==> src/rtl/readout_pkg.sv <==
// ==============================
// Shared widths, output word layout and readout FSM states.
// Imported by the readout buffer interfaces and modules.
// ==============================

package readout_pkg;

    localparam int data_width      = 32;  // Hit and output word width.
    localparam int size_width      = 16;  // FIFO size and word counts.
    localparam int frame_num_width = 12;

    localparam logic [3:0] header_marker = 4'hA;

    // Header view of an output word.
    typedef struct packed {
        logic [3:0]                 marker;
        logic [frame_num_width-1:0] frame_num;
        logic [size_width-1:0]      count;
    } header_view_t;

    // One output word, read either as a header or as raw hit data.
    typedef union packed {
        header_view_t          header;
        logic [data_width-1:0] raw;
    } frame_word_t;

    typedef enum logic [1:0] {
        idle   = 2'd0,
        header = 2'd1,
        data   = 2'd2
    } readout_state_t;

endpackage

==> src/rtl/fifo_if.sv <==
// ==============================
// Bundles between the readout blocks.
// fifo_if wraps the FIFO ports, frame_ctrl_if the frame controls.
// ==============================
`timescale 1ns/10ps

interface fifo_if import readout_pkg::*; ();
    logic                  write;
    logic                  read;
    logic [data_width-1:0] data_in;
    logic [data_width-1:0] data_out;  // Head of queue while not empty.
    logic                  full;
    logic                  empty;
    logic [size_width-1:0] size;

    modport fifo (input write, read, data_in, output data_out, full, empty, size);
    modport consumer (output read, input empty, size);
    modport source (input data_out, write, full);  // Write and full feed overflow.
endinterface

interface frame_ctrl_if import readout_pkg::*; ();
    logic                  load_header;
    logic                  pass_data;
    logic [size_width-1:0] word_count;  // Data words in the current frame.
    logic                  frame_done;

    modport fsm (output load_header, pass_data, word_count, frame_done);
    modport builder (input load_header, pass_data, word_count, frame_done);
    modport timer (input pass_data, frame_done, word_count);
endinterface

==> src/rtl/generic_fifo.sv <==
// ==============================
// Circular buffer FIFO with wrapping pointers.
// Registered empty and head word, full and size from the pointers.
// One slot stays unused, so it holds DEPTH-1 words.
// ==============================
`timescale 1ns/10ps

module generic_fifo import readout_pkg::*; #(
    parameter int DEPTH      = 16,
    parameter int DATA_WIDTH = 32
) (
    input logic   clk,
    input logic   reset,
    fifo_if.fifo  bus
);

    localparam int ptr_width = (DEPTH > 1) ? $clog2(DEPTH) : 1;
    localparam logic [ptr_width-1:0] last_ptr = ptr_width'(DEPTH - 1);

    logic [DATA_WIDTH-1:0] mem [DEPTH];
    logic [ptr_width-1:0]  rd_ptr;
    logic [ptr_width-1:0]  wr_ptr;
    logic [ptr_width-1:0]  rd_inc;
    logic [ptr_width-1:0]  wr_inc;
    logic [ptr_width-1:0]  rd_next;
    logic                  do_read;
    logic                  do_write;
    logic                  empty_reg;

    assign do_read  = bus.read && !empty_reg;  // Reads on empty are ignored.
    assign do_write = bus.write && !bus.full;  // Writes on full are dropped.

    assign rd_inc  = (rd_ptr == last_ptr) ? '0 : rd_ptr + 1'b1;
    assign wr_inc  = (wr_ptr == last_ptr) ? '0 : wr_ptr + 1'b1;
    assign rd_next = do_read ? rd_inc : rd_ptr;  // Head after this edge.

    always_ff @(posedge clk) begin
        if (reset) begin
            rd_ptr <= '0;
            wr_ptr <= '0;
        end else begin
            if (do_read)
                rd_ptr <= rd_inc;
            if (do_write)
                wr_ptr <= wr_inc;
        end
    end

    // A read that takes the last word empties at once.
    // A write clears empty one edge later.
    always_ff @(posedge clk) begin
        if (reset)
            empty_reg <= 1'b1;
        else if (do_read)
            empty_reg <= (wr_ptr == rd_inc);
        else
            empty_reg <= (wr_ptr == rd_ptr);
    end

    always_ff @(posedge clk) begin
        if (do_write)
            mem[wr_ptr] <= bus.data_in;
        bus.data_out <= mem[rd_next];  // Prefetch of the next head word.
    end

    assign bus.empty = empty_reg;
    assign bus.full  = (wr_inc == rd_ptr);

    always_comb begin
        if (wr_ptr >= rd_ptr)
            bus.size = size_width'(wr_ptr) - size_width'(rd_ptr);
        else
            bus.size = size_width'(DEPTH) - size_width'(rd_ptr) + size_width'(wr_ptr);
    end

    a_no_write_when_full: assert property (
        @(posedge clk) disable iff (reset)
        (bus.write && bus.full && !do_read) |=> (bus.size == $past(bus.size))
    ) else $error("FIFO accepted a write while full");

    // An overrun would wrap size from the bound back to zero.
    a_size_bound: assert property (
        @(posedge clk) disable iff (reset)
        (bus.size == size_width'(DEPTH - 1)) |=> (bus.size >= size_width'(DEPTH - 2))
    ) else $error("FIFO size %0d wrapped past DEPTH-1", bus.size);

endmodule

==> src/rtl/frame_timer.sv <==
// ==============================
// Idle timer for frame flushing and data word counter.
// flush_due asks the FSM to send a short frame.
// ==============================
`timescale 1ns/10ps

module frame_timer import readout_pkg::*; #(
    parameter int FLUSH_CYCLES = 8,
    parameter int FRAME_WORDS  = 4
) (
    input  logic         clk,
    input  logic         reset,
    input  logic         write_seen,
    input  logic         fifo_empty,
    frame_ctrl_if.timer  ctrl,
    output logic         flush_due,
    output logic         last_word
);

    localparam int idle_width  = $clog2(FLUSH_CYCLES + 1);
    localparam int count_width = $clog2(FRAME_WORDS + 1);

    logic [idle_width-1:0]  idle_cnt;
    logic [count_width-1:0] word_cnt;
    logic                   idle_limit;

    assign idle_limit = (idle_cnt == idle_width'(FLUSH_CYCLES));

    // Cycles since the last write, saturating.
    always_ff @(posedge clk) begin
        if (reset)
            idle_cnt <= '0;
        else if (write_seen)
            idle_cnt <= '0;  // Any write restarts the wait.
        else if (!idle_limit)
            idle_cnt <= idle_cnt + 1'b1;
    end

    assign flush_due = idle_limit && !fifo_empty;  // Only when data is waiting.

    always_ff @(posedge clk) begin
        if (reset)
            word_cnt <= '0;
        else if (ctrl.frame_done)
            word_cnt <= '0;
        else if (ctrl.pass_data)
            word_cnt <= word_cnt + 1'b1;
    end

    // Final data cycle of the frame.
    assign last_word = ctrl.pass_data &&
                       (size_width'(word_cnt) == ctrl.word_count - 1'b1);

endmodule

==> src/rtl/readout_fsm.sv <==
// ==============================
// Readout FSM, decides when a frame starts and sequences it.
// One header cycle, then one FIFO read per data word.
// ==============================
`timescale 1ns/10ps

module readout_fsm import readout_pkg::*; #(
    parameter int FRAME_WORDS = 4
) (
    input  logic       clk,
    input  logic       reset,
    fifo_if.consumer   fifo,
    frame_ctrl_if.fsm  ctrl,
    input  logic       flush_due,
    input  logic       last_word
);

    localparam logic [size_width-1:0] frame_limit = size_width'(FRAME_WORDS);

    readout_state_t        state;
    readout_state_t        state_next;
    logic [size_width-1:0] frame_len;
    logic                  start;

    // Full frame available, or leftover words have waited long enough.
    assign start = (fifo.size >= frame_limit) || flush_due;

    always_ff @(posedge clk) begin
        if (reset) begin
            state     <= idle;
            frame_len <= '0;
        end else begin
            state <= state_next;
            if (state == idle && start)
                frame_len <= (fifo.size < frame_limit) ? fifo.size : frame_limit;
        end
    end

    always_comb begin
        state_next       = state;
        fifo.read        = 1'b0;
        ctrl.load_header = 1'b0;
        ctrl.pass_data   = 1'b0;
        ctrl.frame_done  = 1'b0;
        case (state)
            idle: begin
                if (start)
                    state_next = header;
            end
            header: begin
                ctrl.load_header = 1'b1;
                state_next       = data;
            end
            data: begin
                fifo.read      = 1'b1;  // Head word is taken this cycle.
                ctrl.pass_data = 1'b1;
                if (last_word) begin
                    ctrl.frame_done = 1'b1;
                    state_next      = idle;  // At least one idle cycle between frames.
                end
            end
            default: begin
                state_next = idle;
            end
        endcase
    end

    assign ctrl.word_count = frame_len;

    a_no_read_when_empty: assert property (
        @(posedge clk) disable iff (reset)
        fifo.read |-> !fifo.empty
    ) else $error("FIFO read while empty in state %s", state.name());

endmodule

==> src/rtl/frame_builder.sv <==
// ==============================
// Output register of the readout buffer.
// Forms header words, passes FIFO data, counts frames
// and keeps the sticky overflow flag.
// ==============================
`timescale 1ns/10ps

module frame_builder import readout_pkg::*; (
    input  logic                  clk,
    input  logic                  reset,
    fifo_if.source                fifo,
    frame_ctrl_if.builder         ctrl,
    output logic [data_width-1:0] out_data,
    output logic                  out_valid,
    output logic                  out_header,
    output logic                  overflow
);

    frame_word_t                word_reg;
    logic [frame_num_width-1:0] frame_num;

    always_ff @(posedge clk) begin
        if (reset) begin
            out_valid  <= 1'b0;
            out_header <= 1'b0;
            overflow   <= 1'b0;
            frame_num  <= '0;
        end else begin
            out_valid  <= ctrl.load_header || ctrl.pass_data;
            out_header <= ctrl.load_header;
            if (fifo.write && fifo.full)
                overflow <= 1'b1;  // Stays set until reset.
            if (ctrl.frame_done)
                frame_num <= frame_num + 1'b1;  // Wraps at 12 bits.
        end
    end

    always_ff @(posedge clk) begin
        if (ctrl.load_header) begin
            word_reg.header.marker    <= header_marker;
            word_reg.header.frame_num <= frame_num;
            word_reg.header.count     <= ctrl.word_count;
        end else if (ctrl.pass_data) begin
            word_reg.raw <= fifo.data_out;  // Raw hit word.
        end
    end

    assign out_data = word_reg.raw;

endmodule

==> src/rtl/readout_top.sv <==
// ==============================
// Detector readout buffer top level.
// Hits in through a write strobe, framed words out
// as valid pulses with no back-pressure.
// ==============================
`timescale 1ns/10ps

module readout_top import readout_pkg::*; #(
    parameter int DEPTH        = 16,
    parameter int FRAME_WORDS  = 4,
    parameter int FLUSH_CYCLES = 8
) (
    input  logic                  clk,
    input  logic                  reset,
    input  logic                  hit_write,
    input  logic [data_width-1:0] hit_data,
    output logic [data_width-1:0] out_data,
    output logic                  out_valid,
    output logic                  out_header,
    output logic                  fifo_full,
    output logic                  overflow
);

    fifo_if       fifo_bus ();
    frame_ctrl_if ctrl_bus ();

    logic flush_due;
    logic last_word;

    assign fifo_bus.write   = hit_write;
    assign fifo_bus.data_in = hit_data;
    assign fifo_full        = fifo_bus.full;

    generic_fifo #(
        .DEPTH      (DEPTH),
        .DATA_WIDTH (data_width)
    ) u_fifo (
        .clk   (clk),
        .reset (reset),
        .bus   (fifo_bus)
    );

    frame_timer #(
        .FLUSH_CYCLES (FLUSH_CYCLES),
        .FRAME_WORDS  (FRAME_WORDS)
    ) u_timer (
        .clk        (clk),
        .reset      (reset),
        .write_seen (hit_write),
        .fifo_empty (fifo_bus.empty),
        .ctrl       (ctrl_bus),
        .flush_due  (flush_due),
        .last_word  (last_word)
    );

    readout_fsm #(
        .FRAME_WORDS (FRAME_WORDS)
    ) u_fsm (
        .clk       (clk),
        .reset     (reset),
        .fifo      (fifo_bus),
        .ctrl      (ctrl_bus),
        .flush_due (flush_due),
        .last_word (last_word)
    );

    frame_builder u_builder (
        .clk        (clk),
        .reset      (reset),
        .fifo       (fifo_bus),
        .ctrl       (ctrl_bus),
        .out_data   (out_data),
        .out_valid  (out_valid),
        .out_header (out_header),
        .overflow   (overflow)
    );

endmodule

==> config.mk <==
export PLATFORM = sky130hd
export DESIGN_NAME = readout_top
export DESIGN_NICKNAME = d
export VERILOG_FILES = /design/src/rtl/readout_pkg.sv /design/src/rtl/fifo_if.sv /design/src/rtl/generic_fifo.sv /design/src/rtl/frame_timer.sv /design/src/rtl/readout_fsm.sv /design/src/rtl/frame_builder.sv /design/src/rtl/readout_top.sv
export SDC_FILE = /design/constraint.sdc
export NUM_CORES = 1
export LEC_CHECK = 0
export ABC_AREA = 1
export BUFFER_PORTS_ARGS = -buffer_cell sky130_fd_sc_hd__buf_4
export CORE_MARGIN = 5
export CORE_UTILIZATION = 45
export CTS_CLUSTER_DIAMETER = 30
export DETAILED_ROUTE_END_ITERATION = 12
export MAX_ROUTING_LAYER = met4
export PLACE_DENSITY = 0.69
export SLEW_MARGIN = 30
export SYNTH_ARGS = -nofsm -noshare
export SYNTH_HDL_FRONTEND = slang
export SYNTH_SLANG_ARGS = --single-unit
==> constraint.sdc <==
create_clock -name clk -period 12.4 [get_ports clk]
set_input_delay 0.62 -clock clk [delete_from_list [all_inputs] [get_ports clk]]
set_output_delay 0.62 -clock clk [all_outputs]
set_load 0.03 [all_outputs]
==> qor.csv <==
metric,value,unit
post-synthesis compound-gate area fraction,0.1255,
CP max FO,160,
CP arrival,4750,ps
IO Pins,71,
"Seq/Total Area, Yosys",0.7269,
r2r startpoint,u_fsm.state[0],
register bit total from synthesis,616,
number of distinct library cells after synthesis,35,
Max Cap Viol,0,
crit path kind,reg2reg,
hold path cells,2,
"Reg clk slew, reported paths",50,ps
Worst-Skew Late Latency,640,ps
max FFs per register,512,
Gate Count Post-Synth,1932,
Pwr Total,0.006875,W
drc violations,0,
DRT Pass-1 Iters,5,
Final Slew Violations,0,
share of cells above drive strength 1,0.1483,
Tmin final,4191,ps
most frequent cells in the layout,"edfxtp_1, nor2_1, o21ai_0, nand2_1, clkbuf_16",
count of final hold-check violations,0,
hold slack,171.2,ps
status,"complete, no violations",
fin util,0.5483,
Inst Count DP,2609,
Worst Setup Start Kind,register,
FF-to-FF path depth,14,
Detailed Route WL,61610,um
Final Cycle Share,0.3380,
vias per cell,5.760,
DIE HEIGHT,242.9,um
yosys warns,0,
final setup vio count,0,
R2R Path End,u_fifo.bus.data_out[20],
Post-Synth Adder-Cell Area,0.01446,
largest net degree at the start of global routing,161,
mux contribution to synthesized area,0,
"Cell Count, Final, Fillers Out",2816,
CP Data Required Time,12960,ps
clock tree buffer depth,3,
Vias,16220,
die width,242.9,um
syn avg cell area,12.63,um2
Pleak,10.07,nW
initial DRC count,1813,
total CTS buffers,108,
xor and xnor area share after synthesis,0.005743,
slew margin rel.,0.3345,
first-pass GRT wire length,94430,um
Initial Utilization,0.4534,
largest family of logic cells by synthesized area,compound AO/OA/AOI/OAI gates,
Top reg by flops,u_fifo.mem,
RSZ-0062 raised after global routing,no,
clk sinks,616,
Post-DRT Antenna Nets,0,
flop2flop setup slack,8210,ps
Tightest Pin Transition,998.2,ps
area growth from synthesis to final layout,20.93,%
buffers added on ports,70,
Layout Nets,2086,
per-cell routed wire length,21.88,um
setup tns final,0,ps
GP Congestion,0.8961,
Post-Synth Simple-Gate Area,0.09384,
antenna violations before repair,2,
clock skew,24.22,ps
Post-DP HPWL,30150,um
Placeable Area,53810,um2
CTS tree,built,
Post-CTS Setup Bufs,0,
Power Density,233.0,nW/um2
post-cts sizing count,0,
gr ovfl total,0,
"commonest non-fill, non-tap cell in the layout",edfxtp_1,
H-tree levels,3,
gr usage total,0.2115,
post-synthesis net count,1994,
Netlist Area Pre-Place,24400,um2
die area,58980,um2
hold buffers post-CTS,0,
critical path endpoint category,register,
Max VDD drop,168.7,uV
Hold Path Sink,u_timer.idle_cnt[2],
f_max,238.6,MHz
num rows,85,
HP Class,in2reg,
Hold Crit Start,hit_write,
vias in the first global route,16280,
Root Buffer,clkbuf_16,
## kinds of logic (layout without fill, tap and decap cells)
family	after synthesis	in the layout
and+or+nand+nor	575	575
other	0	3
buffers and inverters	186	371
AOI/OAI and AO/OA	512	512
adders and majority gates	27	27
xor gates and xnor gates	16	16
DFF	616	616
## final cells by class
type / count / area (um2)
fill: 4295 / 24310
sequential: 616 / 17740
multi-input combinational: 1130 / 5987
clock buffer: 127 / 2940
clock inverter: 76 / 933.4
tap: 696 / 870.8
timing repair buffer: 97 / 752.0
inverter: 71 / 279.0
antenna: 3 / 7.507
## worst max-delay path, stage by stage (launching register included)
cell and delay [ps]:
dfxtp_1 320, inv_1 80, ha_1 430, inv_2 180, nor2_8 210, inv_2 70, nand2_1 160, nand2_8 350
inv_8 760, buf_4 440, buf_16 320, o21ai_0 130, o221ai_1 220, o211ai_1 140, nand2_1 110
## stage by stage
step | setup WS (ps) | cell area (um2)
6_report | 8209 | 29510
5_1_grt | 7904 | 29500
4_1_cts | 8032 | 29470
3_5_place_dp | 8086 | 25600
3_3_place_gp | 8006 | 25590
2_1_floorplan | 8307 | 24400
## layer usage
metal	wire, um	global-route usage
met5	0	-
met3	5515	0.04587
met2	28760	0.3264
met4	1511	0.07276
met1	25820	0.2813
## report_power, final
part | switching (W) | internal (W) | leakage (nW)
combinational | 0.000864 | 0.000363 | 2.68
sequential | 0.0000927 | 0.00248 | 5.52
clock | 0.00101 | 0.00207 | 1.86
total | 0.00197 | 0.00491 | 10.1
## cells in the mapped netlist, drive strengths merged
cell type,count,share of area
a211oi,1,0.00031
a21oi,28,0.0057
a31oi,1,0.00026
and2,1,0.00026
and3,2,0.00051
buf,71,0.016
clkbuf,44,0.0068
dfxtp,76,0.062
edfxtp,540,0.66
fa,2,0.0016
ha,25,0.013
inv,71,0.011
nand2,180,0.028
nand3,42,0.0086
nand3b,1,0.00031
nand4,5,0.0013
nor2,318,0.050
nor3,23,0.0047
nor4,2,0.00051
o211ai,58,0.018
o21ai,295,0.061
o221ai,71,0.025
o22ai,57,0.015
o31ai,1,0.00031
or2,1,0.00026
xnor2,6,0.0022
xor2,10,0.0036
## how the worst max path moves through the flow
| stage | to | start | cells past startpoint | slack [ps] |
|---|---|---|---|---|
| after CTS | u_fifo.bus.data_out[20] | u_fsm.state[0] | 13 | 8030 |
| after detailed placement | u_fifo.bus.data_out[19] | u_fsm.state[0] | 13 | 8090 |
| final | u_fifo.bus.data_out[20] | u_fsm.state[0] | 14 | 8210 |
| after global routing | u_fifo.bus.data_out[20] | u_fsm.state[0] | 14 | 7900 |
| after global placement | u_fifo.bus.data_out[22] | u_fsm.state[0] | 13 | 8010 |
| after floorplan | u_fifo.mem[3][0] | u_fifo.wr_ptr[1] | 9 | 8310 |
Power figures use the tool's default switching activity.
